[src/adbPkg.sv]
/* Shared ADB types, phase and data-state enums, and register defaults.
   Device addresses are fixed, so register 3 is read-only here */
package adbPkg;

	typedef logic [7:0] adbByte;
	typedef logic [15:0] adbWord;
	typedef logic [3:0] adbAddr;
	typedef logic [3:0] adbCmd; // Talk 11rr, Listen 10rr, Flush 0001, Reset 0000
	typedef logic [1:0] adbRegSel;
	typedef logic [6:0] keyCode;
	typedef logic [8:0] ps2Code; // Bit 8 set for E0 extended codes
	typedef logic signed [8:0] mouseDelta;

	// Same encoding as the VIA state lines
	typedef enum logic [1:0] {
		PhaseCmd = 2'b00,
		PhaseEven = 2'b01,
		PhaseOdd = 2'b10,
		PhaseIdle = 2'b11
	} adbPhase;

	typedef enum logic [1:0] {
		DataNone, // Nothing to report
		DataReady, // New data waiting for a talk
		DataSent // Talk has read it, cleared at next command
	} devDataState;

	localparam adbCmd CmdReset = 4'b0000;
	localparam adbCmd CmdFlush = 4'b0001;
	localparam logic [1:0] CmdListen = 2'b10; // Upper bits of the command
	localparam logic [1:0] CmdTalk = 2'b11;

	localparam adbAddr KbdAddr = 4'd2;
	localparam adbAddr MouseAddr = 4'd3;

	// Register 3: exceptional event, SRQ enable, address, handler ID
	localparam adbWord KbdReg3Default = 16'h6202;
	localparam adbWord MouseReg3Default = 16'h6301;

	localparam adbWord RegIdle = 16'hFFFF;
	localparam keyCode NoKey = 7'h7F;
	localparam ps2Code CapsLockCode = 9'h058;

endpackage

[src/adbBusCtrl.sv]
/* Host side ADB sequencer driven by the 2-bit VIA state. viaBusy holds back
   talk bytes; a phase left before its byte is strobed drops that byte */
`timescale 1ns/1ps

module adbBusCtrl #(
	parameter int TalkInterval = 88000
) (
	input logic clk,
	input logic reset,
	input adbPkg::adbPhase viaState,
	input logic viaBusy,
	input adbPkg::adbByte dinByte,
	input logic dinStrobe,
	input logic kbdSelected,
	input adbPkg::adbWord kbdTalkWord,
	input logic kbdPending,
	input logic mouseSelected,
	input adbPkg::adbWord mouseTalkWord,
	input logic mousePending,
	output adbPkg::adbCmd curCmd,
	output adbPkg::adbAddr curAddr,
	output logic [3:0] respCnt,
	output adbPkg::adbPhase phase,
	output adbPkg::adbByte doutByte,
	output logic doutStrobe,
	output logic listen,
	output logic serviceReqN
);
	import adbPkg::*;

	// Same command twice in a row waits a double interval before autopoll
	localparam int TimerW = $clog2(2 * TalkInterval + 1);

	logic [TimerW-1:0] talkTimer;
	logic idleActive;
	logic sendResponse;
	logic isTalk;
	logic isListen;
	logic isResetFlush;
	logic dataPhase;
	logic parityOk;
	logic anySelected;
	logic irq;
	logic irqInhibit;
	adbCmd newCmd;
	adbAddr newAddr;
	adbWord talkWord;
	adbByte sendByte;

	assign newCmd = dinByte[3:0];
	assign newAddr = dinByte[7:4];

	assign isTalk = curCmd[3:2] == CmdTalk;
	assign isListen = curCmd[3:2] == CmdListen;
	assign isResetFlush = curCmd[3:1] == 3'b000;
	assign dataPhase = viaState == PhaseEven || viaState == PhaseOdd;
	assign parityOk = respCnt[0] == viaState[1]; // Even phase wants even count
	assign anySelected = kbdSelected || mouseSelected;

	// Nobody answering reads as all ones
	assign talkWord = kbdSelected ? kbdTalkWord : (mouseSelected ? mouseTalkWord : RegIdle);

	// respCnt has already advanced when the byte goes out
	always_comb begin
		sendByte = 8'hFF;
		if (isTalk) begin
			if (respCnt == 4'd1)
				sendByte = talkWord[15:8];
			else if (respCnt == 4'd2)
				sendByte = talkWord[7:0];
		end
	end

	always_ff @(posedge clk) begin
		if (reset) begin
			phase <= PhaseIdle;
			curCmd <= CmdReset;
			curAddr <= '0;
			respCnt <= '0;
			listen <= 1'b0;
			doutStrobe <= 1'b0;
			sendResponse <= 1'b0;
			idleActive <= 1'b0;
			talkTimer <= '0;
		end else begin
			phase <= viaState;
			doutStrobe <= 1'b0;
			sendResponse <= 1'b0;

			case (viaState)
				PhaseCmd: begin
					respCnt <= '0;
					if (phase != PhaseCmd)
						listen <= 1'b1; // Waiting for the command byte
					if (dinStrobe) begin
						curCmd <= newCmd;
						curAddr <= newAddr;
						listen <= 1'b0;
						idleActive <= 1'b1;
						if (newCmd != curCmd || newAddr != curAddr)
							talkTimer <= TimerW'(TalkInterval);
						else
							talkTimer <= TimerW'(2 * TalkInterval);
					end
				end

				PhaseEven, PhaseOdd: begin
					// Reset and Flush answer with a single byte
					if (!viaBusy && parityOk && (isTalk || (isResetFlush && respCnt == 4'd0))) begin
						sendResponse <= 1'b1;
						respCnt <= respCnt + 4'd1;
					end
					if (sendResponse) begin
						doutByte <= sendByte;
						doutStrobe <= 1'b1;
					end

					if (phase != viaState)
						listen <= isListen;
					if (isListen && parityOk && dinStrobe) begin
						listen <= 1'b0;
						respCnt <= respCnt + 4'd1;
					end
				end

				default: begin
					// Autopoll byte once the talk interval runs out
					if (isTalk && idleActive) begin
						if (talkTimer != '0) begin
							talkTimer <= talkTimer - 1'b1;
						end else begin
							doutByte <= 8'hFF;
							doutStrobe <= 1'b1;
							idleActive <= 1'b0;
						end
					end
				end
			endcase
		end
	end

	// SRQ from an unaddressed device with data, or when no device answers
	assign irq = (!kbdSelected && kbdPending) || (!mouseSelected && mousePending) || !anySelected;
	assign irqInhibit = respCnt < 4'd3 &&
		((kbdSelected && kbdPending) || (mouseSelected && mousePending));
	assign serviceReqN = !(irq && dataPhase) || irqInhibit;

	// No byte strobe while the host already sits in command phase
	assert property (@(posedge clk) disable iff (reset) doutStrobe |-> viaState != PhaseCmd);

endmodule

[src/adbKeyboard.sv]
/* ADB keyboard at address 2. Only letters, Return, Space, Caps Lock and
   left Shift translate; all other PS/2 codes are dropped */
`timescale 1ns/1ps

module adbKeyboard #(
	parameter int KeyFifoDepthLog2 = 3
) (
	input logic clk,
	input logic reset,
	input logic [10:0] ps2Key, // Toggle, press, ps2Code
	input adbPkg::adbCmd curCmd,
	input adbPkg::adbAddr curAddr,
	input logic [3:0] respCnt,
	input adbPkg::adbPhase phase,
	input adbPkg::adbByte dinByte,
	input logic dinStrobe,
	output logic selected,
	output adbPkg::adbWord talkWord,
	output logic dataPending,
	output logic capsLock
);
	import adbPkg::*;

	localparam int FifoDepth = 2 ** KeyFifoDepthLog2;

	logic keyToggleR;
	logic keyToggled;
	logic keyPress;
	logic capsKey;
	logic keyStrobe;
	adbByte keyData; // Release flag and Mac key code
	adbByte keyFifo [FifoDepth];
	logic [KeyFifoDepthLog2:0] wrPtr;
	logic [KeyFifoDepthLog2:0] rdPtr;
	adbByte fifoHead;
	logic fifoEmpty;
	logic fifoFull;
	logic keyPush;
	logic keyPop;
	logic [1:0] keyCnt;
	adbWord reg0;
	adbWord reg2;
	devDataState state;
	adbRegSel regSel;
	logic cmdReset;
	logic cmdFlush;
	logic ledWrite;

	// PS/2 set 2 to Mac virtual key code
	function automatic keyCode translate(input ps2Code code);
		case (code)
			9'h01C: translate = 7'h00; // a
			9'h032: translate = 7'h0B; // b
			9'h021: translate = 7'h08;
			9'h023: translate = 7'h02;
			9'h024: translate = 7'h0E; // e
			9'h02B: translate = 7'h03;
			9'h034: translate = 7'h05;
			9'h033: translate = 7'h04; // h
			9'h043: translate = 7'h22;
			9'h03B: translate = 7'h26;
			9'h042: translate = 7'h28;
			9'h04B: translate = 7'h25; // l
			9'h03A: translate = 7'h2E;
			9'h031: translate = 7'h2D;
			9'h044: translate = 7'h1F; // o
			9'h04D: translate = 7'h23;
			9'h015: translate = 7'h0C;
			9'h02D: translate = 7'h0F;
			9'h01B: translate = 7'h01; // s
			9'h02C: translate = 7'h11;
			9'h03C: translate = 7'h20;
			9'h02A: translate = 7'h09; // v
			9'h01D: translate = 7'h0D;
			9'h022: translate = 7'h07;
			9'h035: translate = 7'h10;
			9'h01A: translate = 7'h06; // z
			9'h05A: translate = 7'h24; // Return
			9'h029: translate = 7'h31; // Space
			9'h058: translate = 7'h39; // Caps Lock
			9'h012: translate = 7'h38; // Left Shift
			default: translate = NoKey;
		endcase
	endfunction

	assign keyToggled = keyToggleR ^ ps2Key[10];
	assign keyPress = ps2Key[9];
	assign capsKey = ps2Key[8:0] == CapsLockCode;

	// Caps Lock latches like the Mac key: release is swallowed while set
	always_ff @(posedge clk) begin
		keyToggleR <= ps2Key[10];
		if (reset) begin
			keyStrobe <= 1'b0;
			capsLock <= 1'b0;
		end else begin
			keyStrobe <= 1'b0;
			if (keyToggled) begin
				if (capsKey && keyPress)
					capsLock <= ~capsLock;
				if (!(capsKey && capsLock))
					keyStrobe <= 1'b1;
			end
		end
	end

	always_ff @(posedge clk) begin
		if (keyToggled)
			keyData <= {~keyPress, translate(ps2Key[8:0])};
	end

	assign keyPush = keyStrobe && keyData[6:0] != NoKey;
	assign fifoEmpty = wrPtr == rdPtr;
	assign fifoFull = wrPtr == {~rdPtr[KeyFifoDepthLog2], rdPtr[KeyFifoDepthLog2-1:0]};
	assign fifoHead = keyFifo[rdPtr[KeyFifoDepthLog2-1:0]];

	always_ff @(posedge clk) begin
		if (keyPush)
			keyFifo[wrPtr[KeyFifoDepthLog2-1:0]] <= keyData;
	end

	assign selected = curAddr == KbdAddr;
	assign regSel = curCmd[1:0];
	assign cmdReset = curCmd == CmdReset; // Global, any address
	assign cmdFlush = selected && curCmd == CmdFlush;
	assign ledWrite = selected && curCmd == {CmdListen, 2'd2} && dinStrobe &&
		respCnt == 4'd0 && phase == PhaseEven;

	// At most two keys land in register 0 between reads
	assign keyPop = !fifoEmpty && phase == PhaseIdle && keyCnt < 2'd2 && state != DataSent;

	always_ff @(posedge clk) begin
		if (reset || cmdReset) begin
			wrPtr <= '0;
			rdPtr <= '0;
			keyCnt <= '0;
			reg0 <= RegIdle;
			reg2 <= RegIdle;
			state <= DataNone;
		end else begin
			if (keyPush)
				wrPtr <= wrPtr + 1'b1;
			if (keyPop) begin
				rdPtr <= rdPtr + 1'b1;
				keyCnt <= keyCnt + 2'd1;
				state <= DataReady;
				if (reg0[6:0] == fifoHead[6:0])
					reg0[7:0] <= fifoHead;
				else if (reg0[14:8] == fifoHead[6:0])
					reg0[15:8] <= fifoHead;
				else if (reg0[7:0] == 8'hFF)
					reg0[7:0] <= fifoHead;
				else
					reg0[15:8] <= fifoHead;
			end

			if (ledWrite)
				reg2[2:0] <= dinByte[2:0]; // LED bits

			if (selected && state == DataReady && curCmd == {CmdTalk, 2'd0} && respCnt == 4'd2)
				state <= DataSent;

			if ((selected && state == DataSent && phase == PhaseCmd) || cmdFlush) begin
				state <= DataNone;
				keyCnt <= '0;
				reg0 <= RegIdle;
			end
			if (cmdFlush) begin
				wrPtr <= '0;
				rdPtr <= '0;
			end
		end
	end

	assign dataPending = state == DataReady;

	always_comb begin
		case (regSel)
			2'd0: talkWord = reg0;
			2'd2: talkWord = reg2;
			2'd3: talkWord = KbdReg3Default;
			default: talkWord = 16'h0000;
		endcase
	end

	// Eight queued events is the limit between polls
	assert property (@(posedge clk) disable iff (reset) keyPush |-> !fifoFull);

endmodule

[src/adbMouse.sv]
/* ADB mouse at address 3. Deltas are clamped to 7 bits and Y is inverted
   for the Mac; ps2Mouse uses the usual 25-bit PS/2 packet layout */
`timescale 1ns/1ps

module adbMouse (
	input logic clk,
	input logic reset,
	input logic [24:0] ps2Mouse, // Toggle 24, dy 23:16, dx 15:8, signs 5:4, button 0
	input adbPkg::adbCmd curCmd,
	input adbPkg::adbAddr curAddr,
	input logic [3:0] respCnt,
	input adbPkg::adbPhase phase,
	output logic selected,
	output adbPkg::adbWord talkWord,
	output logic dataPending
);
	import adbPkg::*;

	logic toggleR;
	logic moved;
	mouseDelta dx;
	mouseDelta dy;
	logic [6:0] posX;
	logic [6:0] posY;
	logic button;
	devDataState state;
	adbRegSel regSel;
	logic cmdFlush;

	function automatic logic [6:0] clamp7(input logic signed [9:0] v);
		if (v > 10'sd63)
			clamp7 = 7'h3F;
		else if (v < -10'sd64)
			clamp7 = 7'h40;
		else
			clamp7 = v[6:0];
	endfunction

	assign moved = toggleR ^ ps2Mouse[24];
	assign dx = {ps2Mouse[4], ps2Mouse[15:8]};
	assign dy = {ps2Mouse[5], ps2Mouse[23:16]};

	assign selected = curAddr == MouseAddr;
	assign regSel = curCmd[1:0];
	assign cmdFlush = selected && curCmd == CmdFlush;

	always_ff @(posedge clk) begin
		toggleR <= ps2Mouse[24];
		if (reset || curCmd == CmdReset) begin
			posX <= '0;
			posY <= '0;
			button <= 1'b0;
			state <= DataNone;
		end else begin
			if (moved) begin
				posX <= clamp7(10'(dx));
				posY <= clamp7(-(10'(dy))); // PS/2 up is ADB negative
				button <= ps2Mouse[0];
				state <= DataReady;
			end
			if (selected && state == DataReady && respCnt == 4'd3)
				state <= DataSent;
			if ((selected && state == DataSent && phase == PhaseCmd) || cmdFlush) begin
				state <= DataNone;
				posX <= '0;
				posY <= '0;
			end
		end
	end

	assign dataPending = state == DataReady;

	always_comb begin
		case (regSel)
			2'd0: talkWord = {~button, posY, 1'b1, posX}; // Button bit is active low
			2'd3: talkWord = MouseReg3Default;
			default: talkWord = 16'h0000;
		endcase
	end

endmodule

[src/adbTop.sv]
/* ADB device side: keyboard at 2 and mouse at 3 behind a VIA shift
   register. TalkInterval is in clock cycles */
`timescale 1ns/1ps

module adbTop #(
	parameter int TalkInterval = 88000,
	parameter int KeyFifoDepthLog2 = 3
) (
	input logic clk,
	input logic reset,
	input adbPkg::adbPhase viaState,
	input logic viaBusy,
	input adbPkg::adbByte dinByte,
	input logic dinStrobe,
	input logic [10:0] ps2Key,
	input logic [24:0] ps2Mouse,
	output adbPkg::adbByte doutByte,
	output logic doutStrobe,
	output logic listen,
	output logic serviceReqN,
	output logic capsLock
);
	import adbPkg::*;

	adbCmd curCmd;
	adbAddr curAddr;
	logic [3:0] respCnt;
	adbPhase phase;
	logic kbdSelected;
	adbWord kbdTalkWord;
	logic kbdPending;
	logic mouseSelected;
	adbWord mouseTalkWord;
	logic mousePending;

	adbBusCtrl #(
		.TalkInterval(TalkInterval)
	) busCtrl_i (
		.clk(clk), .reset(reset), .viaState(viaState), .viaBusy(viaBusy),
		.dinByte(dinByte), .dinStrobe(dinStrobe),
		.kbdSelected(kbdSelected), .kbdTalkWord(kbdTalkWord), .kbdPending(kbdPending),
		.mouseSelected(mouseSelected), .mouseTalkWord(mouseTalkWord),
		.mousePending(mousePending),
		.curCmd(curCmd), .curAddr(curAddr), .respCnt(respCnt), .phase(phase),
		.doutByte(doutByte), .doutStrobe(doutStrobe), .listen(listen),
		.serviceReqN(serviceReqN)
	);

	adbKeyboard #(
		.KeyFifoDepthLog2(KeyFifoDepthLog2)
	) keyboard_i (
		.clk(clk), .reset(reset), .ps2Key(ps2Key),
		.curCmd(curCmd), .curAddr(curAddr), .respCnt(respCnt), .phase(phase),
		.dinByte(dinByte), .dinStrobe(dinStrobe),
		.selected(kbdSelected), .talkWord(kbdTalkWord), .dataPending(kbdPending),
		.capsLock(capsLock)
	);

	adbMouse mouse_i (
		.clk(clk), .reset(reset), .ps2Mouse(ps2Mouse),
		.curCmd(curCmd), .curAddr(curAddr), .respCnt(respCnt), .phase(phase),
		.selected(mouseSelected), .talkWord(mouseTalkWord), .dataPending(mousePending)
	);

endmodule

[config.mk]
export PLATFORM = sky130hd
export DESIGN_NAME = adbTop
export DESIGN_NICKNAME = d
export VERILOG_FILES = /design/src/adbPkg.sv /design/src/adbBusCtrl.sv /design/src/adbKeyboard.sv /design/src/adbMouse.sv /design/src/adbTop.sv
export SDC_FILE = /design/constraint.sdc
export NUM_CORES = 1
export LEC_CHECK = 0
export BUFFER_PORTS_ARGS = -buffer_cell sky130_fd_sc_hd__clkbuf_2
export CAP_MARGIN = 20
export CORE_MARGIN = 2
export CORE_UTILIZATION = 45
export DETAILED_ROUTE_END_ITERATION = 6
export PLACE_DENSITY_LB_ADDON = 0.08
export SLEW_MARGIN = 40
export SYNTH_ARGS = -nofsm -noshare
export SYNTH_HDL_FRONTEND = slang
export SYNTH_SLANG_ARGS = --single-unit
[constraint.sdc]
create_clock -name clk -period 3.45 [get_ports clk]
set_input_delay 0 -clock clk [delete_from_list [all_inputs] [get_ports clk]]
set_output_delay 0 -clock clk [all_outputs]
set_load 0.01 [all_outputs]
==> impl_metrics.py <==
metrics = {
    "place": {
        "gp_congestion": 0.9109,
        "hpwl_mm": 14.48,
        "io_buffers": 56,
        "pre_cts_slack_ns": 0.3304,
    },
    "global_routing": {
        "grt_first_pass_wirelength_mm": 33.87,
        "grt_max_degree": 38,
        "grt_antenna_before_repair": 0,
        "grt_pass1_vias": 6621,
        "grt.overflow.total": 0,
        "grt_use_total": 0.2108,
    },
    "logic_synthesis": {
        "synth.largest_area_cell": "edfxtp_1",
        "syn_nets": 935,
        "yosysWarnings": 0,
        "netlist-cell-type-count": 66,
        "ys_seq_area_frac": 0.4847,
        "syn_inst": 861,
        "synthTopCellsByArea": "edfxtp_1, dfxtp_1, nor2_1",
        "async_flop_share": 0,
        "synth-main-ff-cell": "dfxtp_1",
        "synth_area_um2": 8715,
        "yosys-top-cells-count": "nor2_1, dfxtp_1, edfxtp_1, nand2_1, a21oi_1",
        "synth_seq_cells": 171,
        "synth.top_cell.area_share": 0.2757,
        "syn_avg_cell_area_um2": 10.12,
        "yosysMostFrequentCell": "nor2_1",
        "synth_edf_count": 80,
    },
    "clock_tree": {
        "clock_latency_ns": 0.43,
        "cts_sinks": 171,
        "clk_pin_slew_worst_paths_ns": 0.07,
        "post_cts_buffers": 0,
        "cts_hold_buffers": 37,
        "post_cts_resized": 0,
        "clockRootBuffer": "clkbuf_16",
        "clock_path_buffers": 2,
        "cts_tree": "yes",
        "cts_made_buffers": 17,
        "cts_max_level": 4,
    },
    "timing": {
        "fmax_mhz": 322.3,
        "worst_slew_pin_slew_ns": 0.7158,
        "fin_crit_sh": 0.8992,
        "setup_viol": 0,
        "tns_ns": 0,
        "finalCriticalPeriod_ns": 3.102,
        "slew_headroom": 0.5217,
        "fin_ws_ns": 0.3477,
        "rsz0062_at_grt": "no",
        "finClkSkew_ns": 0.01034,
        "hold_viol": 0,
        "drv_slew": 0,
    },
    "setup_path": {
        "crit_path_start_kind": "register",
        "worstSetupPathType": "register to register",
        "worst_ep_required_time_ns": 3.80,
        "cp_max_fo": 8,
        "arrival_ns": 3.46,
        "end_kind": "register",
    },
    "floorplan": {
        "core_area_um2": 18830,
        "row_count": 50,
        "die_y_um": 143.2,
        "start_util": 0.4628,
        "io_pins": 62,
        "fp.dieArea_um2": 20490,
        "die_w_um": 143.2,
    },
    "route": {
        "drc": 0,
        "routed_wirelength_mm": 20.80,
        "first_pass_iters": 4,
        "final_antenna_net_count": 0,
        "via_per_inst": 5.537,
        "routed-via-count": 6749,
        "wire_per_inst_um": 17.06,
        "drtIter0Drc": 407,
    },
    "pwr": {
        "p_leak_nw": 3.630,
        "peakVddDrop_mv": 0.3336,
        "power_density_nw_per_um2": 452.1,
        "seq_power_share": 0.478,
        "combinationalPowerShare": 0.110,
        "pwr-share-clk": 0.413,
        "switching_power_mw": 1.230,
        "swShare": 0.2649,
        "internal_power_mw": 3.414,
    },
    "outcome": {
        "status": "complete, no violations",
    },
    "finish": {
        "utilization": 0.5455,
        "antenna_cells": 0,
        "fillers": 1642,
        "final_nets": 1020,
        "drive_above_1_share": 0.1502,
        "area_growth_pct": 17.88,
    },
    "job": {
        "cap_violations": 0,
    },
    "min_path": {
        "hold_class": "primary input to register",
    },
}
## per-stage QoR
stage / cells / hold slack, ns / total power, mW / cell area (um^2)
after CTS: 1219 / 0.001451 / 4.685 / 10260
after global routing: 1219 / 0.05792 / 4.843 / 10270
after detailed placement: 1150 / 0.1350 / 2.739 / 9294
after floorplan: 861 / 0.02772 / 2.588 / 8715
after global placement: 1150 / 0.1285 / 2.723 / 9268
final: 1219 / 0.02620 / 4.644 / 10270
## registers in the layout, summed over array words and instances (netlist names), 2 cells and up, named ones only
name / count
keyboard_i.keyCnt: 2
busCtrl_i.respCnt: 4
mouse_i.state: 2
keyboard_i.keyData: 8
busCtrl_i.curCmd: 4
keyboard_i.wrPtr: 4
keyboard_i.state: 2
busCtrl_i.doutByte: 8
busCtrl_i.talkTimer: 18
busCtrl_i.phase: 2
keyboard_i.keyFifo: 64
busCtrl_i.curAddr: 4
keyboard_i.reg0: 16
keyboard_i.rdPtr: 4
keyboard_i.reg2: 3
mouse_i.posY: 7
mouse_i.posX: 7
## layer usage
layer	up-vias	wire length (um)	track usage	part of all wire
met2	154	10210	0.3604	0.49
met3	26	677	0.03622	0.033
li1	3325	-	-	-
met5	-	0	0	0
met1	3244	9630	0.2762	0.46
met4	0	281	0.05888	0.014
## area by class of cell
| class | instances | area (um^2) | area share |
|---|---|---|---|
| clock buffers | 17 | 425.4 | 0.04141 |
| clock inverters | 15 | 167.7 | 0.01632 |
| repair buffers | 110 | 778.2 | 0.07576 |
| flip-flops and latches | 171 | 4224 | 0.4112 |
| well taps | 260 | 325.3 | 0.03167 |
| inverters | 22 | 82.58 | 0.008039 |
| multi-input cells | 624 | 4269 | 0.4156 |
## power groups by stage
stage / clock network, mW / logic, mW / registers, mW
floorplan: 0 / 0.342 / 2.25
global placement: 0 / 0.463 / 2.26
detailed placement: 0 / 0.476 / 2.26
CTS: 1.96 / 0.506 / 2.22
global route: 2.05 / 0.569 / 2.22
finish: 1.92 / 0.510 / 2.22
## worst max-delay path, stage by stage, from the launching register on
cell     delay, ns
dfxtp_1       0.60
mux4_1        0.65
mux2i_2       0.26
xor2_1        0.17
nand4_1       0.12
o41ai_2       0.39
and3_1        0.57
mux2i_1       0.26
## final timing paths
| check | startpoint | to | slack [ns] | cells past startpoint |
|---|---|---|---|---|
| min | ps2Mouse[20] | mouse_i.posY[4]$_SDFFE_PP0P_ | 0.03 | 5 |
| min reg2reg | mouse_i.state[1]$_SDFFE_PP0P_ | mouse_i.state[1]$_SDFFE_PP0P_ | 0.48 | 2 |
| max reg2reg | register | keyboard_i.reg0[11]$_SDFFE_PP1P_ | 0.35 | 7 |
| max | register | keyboard_i.reg0[11]$_SDFFE_PP1P_ | 0.35 | 7 |
## cells by family after synthesis
| kind of cell | share of synthesized area |
|---|---|
| flip-flops | 0.4847 |
| AO/OA/AOI/OAI | 0.1324 |
| XOR/XNOR | 0.05427 |
| adder cells (fa/ha/maj) | 0.03446 |
| buffers and inverters | 0.03130 |
| AND/OR/NAND/NOR | 0.1698 |
| multiplexers | 0.09304 |
## cells in the final DEF (no fill, tap or decap), drive strengths merged, types with 6 or more instances in the layout
| cell | instances |
|---|---|
| a211oi | 9 |
| nor3 | 28 |
| o21ai | 41 |
| dfxtp | 91 |
| a31oi | 10 |
| nand4 | 14 |
| xnor2 | 27 |
| mux4 | 16 |
| buf | 17 |
| edfxtp | 80 |
| or3 | 10 |
| nand3 | 17 |
| xor2 | 27 |
| nand2 | 79 |
| nor2b | 12 |
| mux2 | 6 |
| o211ai | 12 |
| a21oi | 66 |
| inv | 32 |
| mux2i | 32 |
| clkbuf | 73 |
| nand2b | 14 |
| ha | 24 |
| nor2 | 98 |
| nor4 | 9 |
| dlygate4sd3 | 37 |
Note: power is estimated with default switching activity, not from simulation.
